## config.mk

```make
export PLATFORM = sky130hd
export DESIGN_NAME = u2_ctrl_top
export DESIGN_NICKNAME = d
export VERILOG_FILES = /design/src/hw/u2_ctrl_pkg.sv /design/src/hw/control_regs.sv /design/src/hw/readback_mux.sv /design/src/hw/settings_bus.sv /design/src/hw/u2_ctrl_top.sv /design/src/hw/wb_ctrl_decoder.sv
export VERILOG_INCLUDE_DIRS = /design/src /design/src/include
export SDC_FILE = /design/constraint.sdc
export NUM_CORES = 1
export LEC_CHECK = 0
export ABC_AREA = 1
export ABC_CLOCK_PERIOD_IN_PS = 5000
export BUFFER_PORTS_ARGS = -buffer_cell sky130_fd_sc_hd__buf_2
export CAP_MARGIN = 20
export CELL_PAD_IN_SITES_DETAIL_PLACEMENT = 0
export CELL_PAD_IN_SITES_GLOBAL_PLACEMENT = 1
export CORE_MARGIN = 2
export CORE_UTILIZATION = 37
export CTS_CLUSTER_SIZE = 16
export DETAILED_ROUTE_END_ITERATION = 8
export HOLD_SLACK_MARGIN = 0.1
export PLACE_DENSITY_LB_ADDON = 0.05
export SLEW_MARGIN = 40
export SYNTH_ARGS = -nofsm -noshare
export SYNTH_HDL_FRONTEND = slang
export SYNTH_SLANG_ARGS = --single-unit
```

## constraint.sdc

```tcl
create_clock -name dsp_clk -period 5 [get_ports dsp_clk]
set_clock_uncertainty 0.2 [all_clocks]
set_input_delay 0.75 -clock dsp_clk [delete_from_list [all_inputs] [get_ports dsp_clk]]
set_output_delay 0.75 -clock dsp_clk [all_outputs]
set_load 0.03 [all_outputs]
```

## src/include/u2_ctrl_consts.svh

```systemverilog
/*
 * USRP2 control core constants
 * Bus widths, slave decode bases, setting addresses and readback word slots
 */
`ifndef U2_CTRL_CONSTS_SVH
`define U2_CTRL_CONSTS_SVH

// Wishbone widths
`define U2_DW 32
`define U2_AW 16

// Upper address bits used for slave select
`define U2_DECODE_W 6
`define U2_SETTINGS_BASE 6'b110101
`define U2_READBACK_BASE 6'b110011

// Setting register addresses, 8 bits wide
`define SR_CLK 8'd0
`define SR_SER 8'd1
`define SR_ADC 8'd2
`define SR_LED 8'd3
`define SR_PHY 8'd4
`define SR_LED_SRC 8'd8

// Readback word slots, 16 in all
`define RB_STATUS 4'd8
`define RB_MODE 4'd9
`define RB_IRQ 4'd13
`define RB_STATUS_ENC 4'd14
`define RB_CYCLES 4'd15

// Encoder result with no status bit set
`define U2_NO_BIT_SET 5'd16

`endif

```

## src/hw/u2_ctrl_pkg.sv

```systemverilog
/*
 * Control core types
 * Wishbone request and response, settings bus and board control groups
 */
`default_nettype none
`include "u2_ctrl_consts.svh"

package u2_ctrl_pkg;

   // Master to slave
   typedef struct packed {
      logic              cyc;
      logic              stb;
      logic              we;
      logic [`U2_AW-1:0] adr;
      logic [`U2_DW-1:0] dat;
   } wb_req_t;

   // Slave to master
   typedef struct packed {
      logic              ack;
      logic [`U2_DW-1:0] dat;
   } wb_rsp_t;

   // One-cycle settings strobe with word address
   typedef struct packed {
      logic              stb;
      logic [7:0]        addr;
      logic [`U2_DW-1:0] data;
   } set_bus_t;

   // Clock generator lines, low 5 bits
   typedef struct packed {
      logic [26:0] pad;
      logic        clock_ready;
      logic [1:0]  clk_en;
      logic [1:0]  clk_sel;
   } clk_ctrl_t;

   // SERDES enables
   typedef struct packed {
      logic [27:0] pad;
      logic        enable;
      logic        prbsen;
      logic        loopen;
      logic        rx_en;
   } ser_ctrl_t;

   // ADC power and output enable
   typedef struct packed {
      logic [27:0] pad;
      logic        oe_a;
      logic        on_a;
      logic        oe_b;
      logic        on_b;
   } adc_ctrl_t;

   // Same settings word, decoded per target register
   typedef union packed {
      logic [`U2_DW-1:0] raw;
      clk_ctrl_t         clk;
      ser_ctrl_t         ser;
      adc_ctrl_t         adc;
   } set_word_u;

   // Interrupt sources, MSB first
   typedef struct packed {
      logic clk_status;
      logic serdes_link_up;
      logic uart_tx;
      logic uart_rx;
      logic pps;
      logic overrun;
      logic underrun;
      logic phy_int_n;
      logic i2c;
      logic spi;
      logic timer;
      logic buffer;
   } irq_src_t;

   // All board control pins
   typedef struct packed {
      logic [4:0] clk;
      logic [3:0] ser;
      logic [3:0] adc;
      logic       phy_reset_n;
      logic [7:0] leds;
   } board_ctrl_t;

endpackage

`default_nettype wire

```

## src/hw/control_regs.sv

```systemverilog
/*
 * Board control setting registers
 * Clock, SERDES, ADC, PHY reset and LED lines, with per-bit LED source
 */
`timescale 1ns/100ps
`default_nettype none
`include "u2_ctrl_consts.svh"

module control_regs (
   input  wire                      dsp_clk,
   input  wire                      wb_rst,
   input  u2_ctrl_pkg::set_bus_t    set_i,
   input  u2_ctrl_pkg::irq_src_t    irq_src_i,
   output u2_ctrl_pkg::board_ctrl_t ctrl_o
);

   u2_ctrl_pkg::set_word_u set_w;
   logic [4:0]             clk_q;
   logic [3:0]             ser_q;
   logic [3:0]             adc_q;
   logic                   phy_reset_q;
   logic [7:0]             led_sw_q;
   logic [7:0]             led_src_q;
   logic [7:0]             led_hw;

   // One data word, read per target group
   assign set_w.raw = set_i.data;

   ////////////////////
   // Setting registers
   always_ff @(posedge dsp_clk) begin
      if (wb_rst) begin
         clk_q       <= '0;
         ser_q       <= '0;
         adc_q       <= '0;
         phy_reset_q <= 1'b0;
         led_sw_q    <= '0;
         led_src_q   <= '0;
      end else if (set_i.stb) begin
         case (set_i.addr)
            `SR_CLK: begin
               // Clock gen lines
               clk_q <= {set_w.clk.clock_ready, set_w.clk.clk_en, set_w.clk.clk_sel};
            end
            `SR_SER: begin
               ser_q <= {set_w.ser.enable, set_w.ser.prbsen,
                         set_w.ser.loopen, set_w.ser.rx_en};
            end
            `SR_ADC: begin
               adc_q <= {set_w.adc.oe_a, set_w.adc.on_a,
                         set_w.adc.oe_b, set_w.adc.on_b};
            end
            `SR_LED: begin
               led_sw_q <= set_w.raw[7:0];
            end
            `SR_PHY: begin
               // Active high here, pin is inverted
               phy_reset_q <= set_w.raw[0];
            end
            `SR_LED_SRC: begin
               led_src_q <= set_w.raw[7:0];
            end
            default: begin
               // Other addresses belong to nobody here
               clk_q <= clk_q;
            end
         endcase
      end
   end

   ////////////////////
   // LED source select
   // 1 picks hardware status, 0 picks software value
   assign led_hw = {6'b0, irq_src_i.clk_status, irq_src_i.serdes_link_up};

   assign ctrl_o.clk         = clk_q;
   assign ctrl_o.ser         = ser_q;
   assign ctrl_o.adc         = adc_q;
   assign ctrl_o.phy_reset_n = ~phy_reset_q;
   assign ctrl_o.leds        = (led_src_q & led_hw) | (~led_src_q & led_sw_q);

endmodule

`default_nettype wire

```

## src/hw/readback_mux.sv

```systemverilog
/*
 * Status readback slave
 * Sixteen words incl. mode, interrupt vector, status encoder and cycle count
 */
`timescale 1ns/100ps
`default_nettype none
`include "u2_ctrl_consts.svh"

module readback_mux (
   input  wire                   dsp_clk,
   input  wire                   wb_rst,
   input  u2_ctrl_pkg::wb_req_t  req_i,
   output u2_ctrl_pkg::wb_rsp_t  rsp_o,
   input  wire [`U2_DW-1:0]      status_i,
   input  wire                   sim_mode_i,
   input  wire [3:0]             clock_divider_i,
   input  u2_ctrl_pkg::irq_src_t irq_src_i
);

   logic [`U2_DW-1:0] cycle_count;
   logic [`U2_DW-1:0] mode_word;
   logic [`U2_DW-1:0] irq_word;
   logic [`U2_DW-1:0] enc_word;
   logic [4:0]        status_enc;
   logic [`U2_DW-1:0] rd_word;
   logic [`U2_DW-1:0] dat_q;
   logic              ack_q;
   logic              accept;

   ////////////////////
   // Free-running cycle counter
   always_ff @(posedge dsp_clk) begin
      if (wb_rst) begin
         cycle_count <= '0;
      end else begin
         cycle_count <= cycle_count + 1'b1;
      end
   end

   // Highest set bit of low status half
   // Later iterations win, so top bit ends up in enc
   always_comb begin
      status_enc = `U2_NO_BIT_SET;
      for (int i = 0; i < 16; i++) begin
         if (status_i[i]) begin
            status_enc = 5'(i);
         end
      end
   end

   // Assembled words
   assign mode_word = {sim_mode_i, 27'b0, clock_divider_i};
   assign irq_word  = {20'b0, irq_src_i};
   assign enc_word  = {27'b0, status_enc};

   ////////////////////
   // Word select on adr[5:2]
   always_comb begin
      case (req_i.adr[5:2])
         `RB_STATUS:     rd_word = status_i;
         `RB_MODE:       rd_word = mode_word;
         `RB_IRQ:        rd_word = irq_word;
         `RB_STATUS_ENC: rd_word = enc_word;
         `RB_CYCLES:     rd_word = cycle_count;
         // Buffer pool words and spares
         default:        rd_word = '0;
      endcase
   end

   assign accept = req_i.cyc & req_i.stb & ~ack_q;

   // Ack, one cycle per access
   always_ff @(posedge dsp_clk) begin
      if (wb_rst) begin
         ack_q <= 1'b0;
      end else begin
         ack_q <= accept;
      end
   end

   // Read data, captured with the ack
   always_ff @(posedge dsp_clk) begin
      if (accept) begin
         dat_q <= rd_word;
      end
   end

   assign rsp_o.ack = ack_q;
   assign rsp_o.dat = dat_q;

endmodule

`default_nettype wire

```

## src/hw/settings_bus.sv

```systemverilog
/*
 * Settings bus slave
 * Each accepted write becomes a one-cycle strobe with word address and data
 */
`timescale 1ns/100ps
`default_nettype none
`include "u2_ctrl_consts.svh"

module settings_bus (
   input  wire                   dsp_clk,
   input  wire                   wb_rst,
   input  u2_ctrl_pkg::wb_req_t  req_i,
   output u2_ctrl_pkg::wb_rsp_t  rsp_o,
   output u2_ctrl_pkg::set_bus_t set_o
);

   logic              ack_q;
   logic              stb_q;
   logic [7:0]        addr_q;
   logic [`U2_DW-1:0] data_q;
   logic              accept;

   // First cycle of a strobed access
   assign accept = req_i.cyc & req_i.stb & ~ack_q;

   // Ack and strobe, control state
   always_ff @(posedge dsp_clk) begin
      if (wb_rst) begin
         ack_q <= 1'b0;
         stb_q <= 1'b0;
      end else begin
         ack_q <= accept;
         stb_q <= accept & req_i.we;
      end
   end

   // Word address and write data
   always_ff @(posedge dsp_clk) begin
      if (accept) begin
         addr_q <= req_i.adr[9:2];
         data_q <= req_i.dat;
      end
   end

   // Settings space is write only
   assign rsp_o.ack  = ack_q;
   assign rsp_o.dat  = '0;
   assign set_o.stb  = stb_q;
   assign set_o.addr = addr_q;
   assign set_o.data = data_q;

endmodule

`default_nettype wire

```

## src/hw/u2_ctrl_top.sv

```systemverilog
/*
 * USRP2 control and status top
 * One Wishbone master into settings bus and readback mux
 */
`timescale 1ns/100ps
`default_nettype none
`include "u2_ctrl_consts.svh"

module u2_ctrl_top (
   input  wire                    dsp_clk,
   input  wire                    wb_rst,
   input  u2_ctrl_pkg::wb_req_t   wb_req_i,
   output u2_ctrl_pkg::wb_rsp_t   wb_rsp_o,
   input  wire [`U2_DW-1:0]       status_i,
   input  wire                    sim_mode_i,
   input  wire [3:0]              clock_divider_i,
   input  u2_ctrl_pkg::irq_src_t  irq_src_i,
   output u2_ctrl_pkg::board_ctrl_t board_ctrl_o
);

   // Per-slave request and response
   u2_ctrl_pkg::wb_req_t  set_req;
   u2_ctrl_pkg::wb_req_t  rb_req;
   u2_ctrl_pkg::wb_rsp_t  set_rsp;
   u2_ctrl_pkg::wb_rsp_t  rb_rsp;
   u2_ctrl_pkg::set_bus_t set_bus;

   ////////////////////
   // Bus fabric
   wb_ctrl_decoder u_decoder (
      .dsp_clk   (dsp_clk),
      .wb_rst    (wb_rst),
      .req_i     (wb_req_i),
      .set_rsp_i (set_rsp),
      .rb_rsp_i  (rb_rsp),
      .set_req_o (set_req),
      .rb_req_o  (rb_req),
      .rsp_o     (wb_rsp_o)
   );

   ////////////////////
   // Settings slave and its registers
   settings_bus u_settings_bus (
      .dsp_clk (dsp_clk),
      .wb_rst  (wb_rst),
      .req_i   (set_req),
      .rsp_o   (set_rsp),
      .set_o   (set_bus)
   );

   control_regs u_control_regs (
      .dsp_clk   (dsp_clk),
      .wb_rst    (wb_rst),
      .set_i     (set_bus),
      .irq_src_i (irq_src_i),
      .ctrl_o    (board_ctrl_o)
   );

   ////////////////////
   // Status readback slave
   readback_mux u_readback_mux (
      .dsp_clk         (dsp_clk),
      .wb_rst          (wb_rst),
      .req_i           (rb_req),
      .rsp_o           (rb_rsp),
      .status_i        (status_i),
      .sim_mode_i      (sim_mode_i),
      .clock_divider_i (clock_divider_i),
      .irq_src_i       (irq_src_i)
   );

endmodule

`default_nettype wire

```

## src/hw/wb_ctrl_decoder.sv

```systemverilog
/*
 * Wishbone slave decoder
 * Routes the master strobe by upper address bits, acks holes, merges replies
 */
`timescale 1ns/100ps
`default_nettype none
`include "u2_ctrl_consts.svh"

module wb_ctrl_decoder (
   input  wire                  dsp_clk,
   input  wire                  wb_rst,
   input  u2_ctrl_pkg::wb_req_t req_i,
   input  u2_ctrl_pkg::wb_rsp_t set_rsp_i,
   input  u2_ctrl_pkg::wb_rsp_t rb_rsp_i,
   output u2_ctrl_pkg::wb_req_t set_req_o,
   output u2_ctrl_pkg::wb_req_t rb_req_o,
   output u2_ctrl_pkg::wb_rsp_t rsp_o
);

   logic [`U2_DECODE_W-1:0] adr_top;
   logic                    hit_set;
   logic                    hit_rb;
   logic                    hit_none;
   logic                    none_ack;

   // Top address bits pick the slave
   assign adr_top  = req_i.adr[`U2_AW-1 -: `U2_DECODE_W];
   assign hit_set  = (adr_top == `U2_SETTINGS_BASE);
   assign hit_rb   = (adr_top == `U2_READBACK_BASE);
   assign hit_none = ~hit_set & ~hit_rb;

   // Only the matching slave sees stb
   always_comb begin
      set_req_o     = req_i;
      set_req_o.stb = req_i.stb & hit_set;
      rb_req_o      = req_i;
      rb_req_o.stb  = req_i.stb & hit_rb;
   end

   ////////////////////
   // Unmapped space
   // Single-cycle ack, never twice for one stb
   always_ff @(posedge dsp_clk) begin
      if (wb_rst) begin
         none_ack <= 1'b0;
      end else begin
         none_ack <= req_i.cyc & req_i.stb & hit_none & ~none_ack;
      end
   end

   ////////////////////
   // Response merge
   // Only one slave can ack at a time
   always_comb begin
      rsp_o.ack = set_rsp_i.ack | rb_rsp_i.ack | none_ack;
      if (hit_rb) begin
         rsp_o.dat = rb_rsp_i.dat;
      end else if (hit_set) begin
         rsp_o.dat = set_rsp_i.dat;
      end else begin
         // Holes read as zero
         rsp_o.dat = '0;
      end
   end

endmodule

`default_nettype wire

```

==> qor.yml <==
detailed_routing:
  viasPerCell: 4.84
  num_vias: 4796
  drc: 0
  ant_nets: 0
  drt_first_pass_iters: 5
  wl_per_cell_um: 14.9
  drt_iter0_markers: 413
  wirelength_mm: 14.8
global_route:
  met3_usage_pct: 4.76
  met2_usage_pct: 28.9
  grt_pass1_wl_mm: 22.6
  grt.busiest_layer: "met2"
  first_global_vias: 4379
  grt.met1_usage_pct: 28.9
  grt_max_degree: 37
  track_usage_pct: 20.0
  grt_remaining_overflow: 0
  antenna_found_initial: 1
cts:
  cts_resized: 0
  path_clk_slew_ns: 0.06
  root_buffer: "clkbuf_16"
  cts_buffers: 17
  clk-insertion-delay-late_ns: 0.41
  cts_setup_buffers: 0
  cts.sinks: 114
  cts_buffer_depth: 2
  cts_tree: "done"
  cts_hold_buf: 0
  ctsHtreeMaxLevel: 4
floorplanning:
  fp.dieW_um: 124
  die_y_um: 124
  row_count: 43
  ios: 157
  coreArea_um2: 14000
  initial_core_util_pct: 38.1
  dieArea_um2: 15400
setup_path:
  worstSetupStartpointType: "primary input"
  crit_chain: "buf_2 > nor3_1 > nor3b_1 > inv_2 > nor2_1 > buf_2"
  startpoint: "wb_req_i[45]"
  crit_path_end_kind: "output pin"
  arrival_ns: 2.01
  ff2ff_setup_slack_ns: 2.88
  crit_fanout: 35
  ff2ff_path_depth: 12
  r2r_end: "u_readback_mux.cycle_count[18]$_SDFF_PP0_"
  critical_path_class: "primary input to output pin"
  cpPeakStageDelay_ns: 0.26
  r2r_start: "u_readback_mux.cycle_count[0]$_SDFF_PP0_"
  path_common_cell: "buf_2"
  cp.required_ns: 4.05
  crit_path_top_delay_cell: "nor3b_1"
run_status:
  status: "finished clean"
yosys:
  syn_inst: 661
  netlist_top_cells_area: "edfxtp_1 (27%), dfxtp_1 (25%), inv_1 (8.0%), nand2_1 (7.8%), nor2_1 (5.6%)"
  yosysSeqAreaShare_pct: 51.9
  synth_top_area_share_pct: 27.1
  syn_area_um2: 5330
  synth_warnings: 0
  async_flop_share_pct: 0
  syn_avg_cell_area_um2: 8.06
  synthFlopType: "dfxtp_1"
  synth_cell_types: 42
  synth_edf_count: 48
  yosys_register_bits: 114
  yosys.area.top_type: "edfxtp_1"
  syn_nets: 764
min_path:
  hp-class: "flop to flop"
  hold_end: "u_decoder.none_ack$_SDFF_PP0_"
  min_path_cells: 1
  hp-start: "u_decoder.none_ack$_SDFF_PP0_"
sta:
  hold_slack_ns: 0.220
  worst_slew_pin_slew_ns: 0.723
  finalSetupViolCount: 0
  fmax_mhz: 338
  min_period_over_period_pct: 59.1
  hold_viol: 0
  slew_viol_final: 0
  period_needed_ns: 2.96
  maxSlewHeadroom_pct: 51.5
  setup_tns_ns: 0
  rsz0062_at_grt: "false"
finish:
  drive_above_1_share_pct: 24.4
  fin_nets: 900
  mostFrequentLayoutCells: "buf_2 (130), inv_1 (112), nand2_1 (110), nor2_1 (79), dfxtp_1 (66)"
  final_common_cell: "buf_2"
  nFillCells: 1429
  syn_to_final_growth_pct: 27.4
  design_area_um2: 6780
flow_run:
  cap_violations: 0
placed_design:
  portBuffers: 130
  place_hpwl_mm: 11.1
  place_congestion: 0.797
  dpl_cell_area_um2: 6160
power_and_ir_drop:
  p_leak_nw: 2.89
  powerDensity_nw_per_um2: 336
  ir_drop_v: 0.000184
worst max-delay path: cells and delay by family:
| family | cells | cell delay (ns) |
|---|---|---|
| buffers and inverters | 3 | 0.57 |
| and+or+nand+nor | 3 | 0.67 |
cells by family (layout without fill, tap and decap cells):
kind of cell	count (synthesis)	in the layout	share of synthesized area (%)
flops	114	114	51.9
buf+inv	139	288	9.84
xor+xnor	1	1	0.164
fa+ha+maj	1	1	0.235
other cells	0	1	0
simple gates	280	280	24.5
compound gates	126	126	13.4
Yosys cell counts, drive strengths merged, types with 2 or more instances:
cell    number
inv        117
nand2      115
nor2        87
dfxtp       66
o21ai       51
edfxtp      48
a21oi       45
nor3        29
nand3       22
clkbuf      15
nand4       10
a211oi       9
nor4         7
o221ai       7
clkinv       5
o22ai        5
or2          5
a221oi       3
and3         3
buf          2
o211ai       2
o21a         2
state kept, by name, indices dropped and copies added (netlist names):
signal                      cells
u_control_regs.phy_reset_q      1
u_settings_bus.ack_q            1
u_settings_bus.stb_q            1
u_control_regs.led_sw_q         8
u_readback_mux.ack_q            1
u_control_regs.adc_q            4
u_decoder.none_ack              1
u_settings_bus.addr_q           8
u_control_regs.led_src_q        8
u_settings_bus.data_q           8
u_control_regs.clk_q            5
u_readback_mux.cycle_count     32
u_control_regs.ser_q            4
u_readback_mux.dat_q           32
worst max path at each step:
stage / to / cells past startpoint
after detailed placement: wb_rsp_o[31] / 6
after floorplan: u_readback_mux.dat_q[0]$_DFFE_PP_ / 5
after global routing: wb_rsp_o[11] / 6
final: wb_rsp_o[31] / 6
after CTS: wb_rsp_o[31] / 6
after global placement: wb_rsp_o[26] / 6
routing by layer:
layer | part of all wire (%) | wire [µm]
met5 | 0 | 0
met4 | 1.4 | 210
met3 | 6.1 | 903
met2 | 43 | 6300
met1 | 50 | 7400
report_power, final:
group          total [mW]  internal, mW  leakage [nW]  switching [mW]
registers           0.972         0.970         0.983         0.00222
logic              0.0899        0.0356          1.60          0.0543
clock network        1.22         0.761         0.303           0.455
per-stage QoR:
| step | cells | utilization, % | total power, mW | setup WS, ns |
|---|---|---|---|---|
| floorplan | 661 | - | 1.03 | 0.752 |
| global placement | 957 | 44.1 | 1.08 | 1.54 |
| finish | 991 | 48.5 | 2.28 | 2.04 |
| global route | 991 | 48.5 | 2.35 | 1.88 |
| detailed placement | 957 | 44.1 | 1.08 | 1.42 |
| CTS | 989 | 48.4 | 2.30 | 1.42 |
layout make-up:
| type | count | area [µm²] | area share, % |
|---|---|---|---|
| multi-input cells | 408 | 2040 | 30.1 |
| well taps | 180 | 225 | 3.32 |
| clock buffers | 22 | 529 | 7.80 |
| inverters | 122 | 459 | 6.77 |
| flip-flops and latches | 114 | 2760 | 40.7 |
| clock inverters | 10 | 80.1 | 1.18 |
| repair buffers | 134 | 681 | 10.0 |
| diodes | 1 | 2.50 | 0.0369 |
Power figures use the tool's default switching activity.
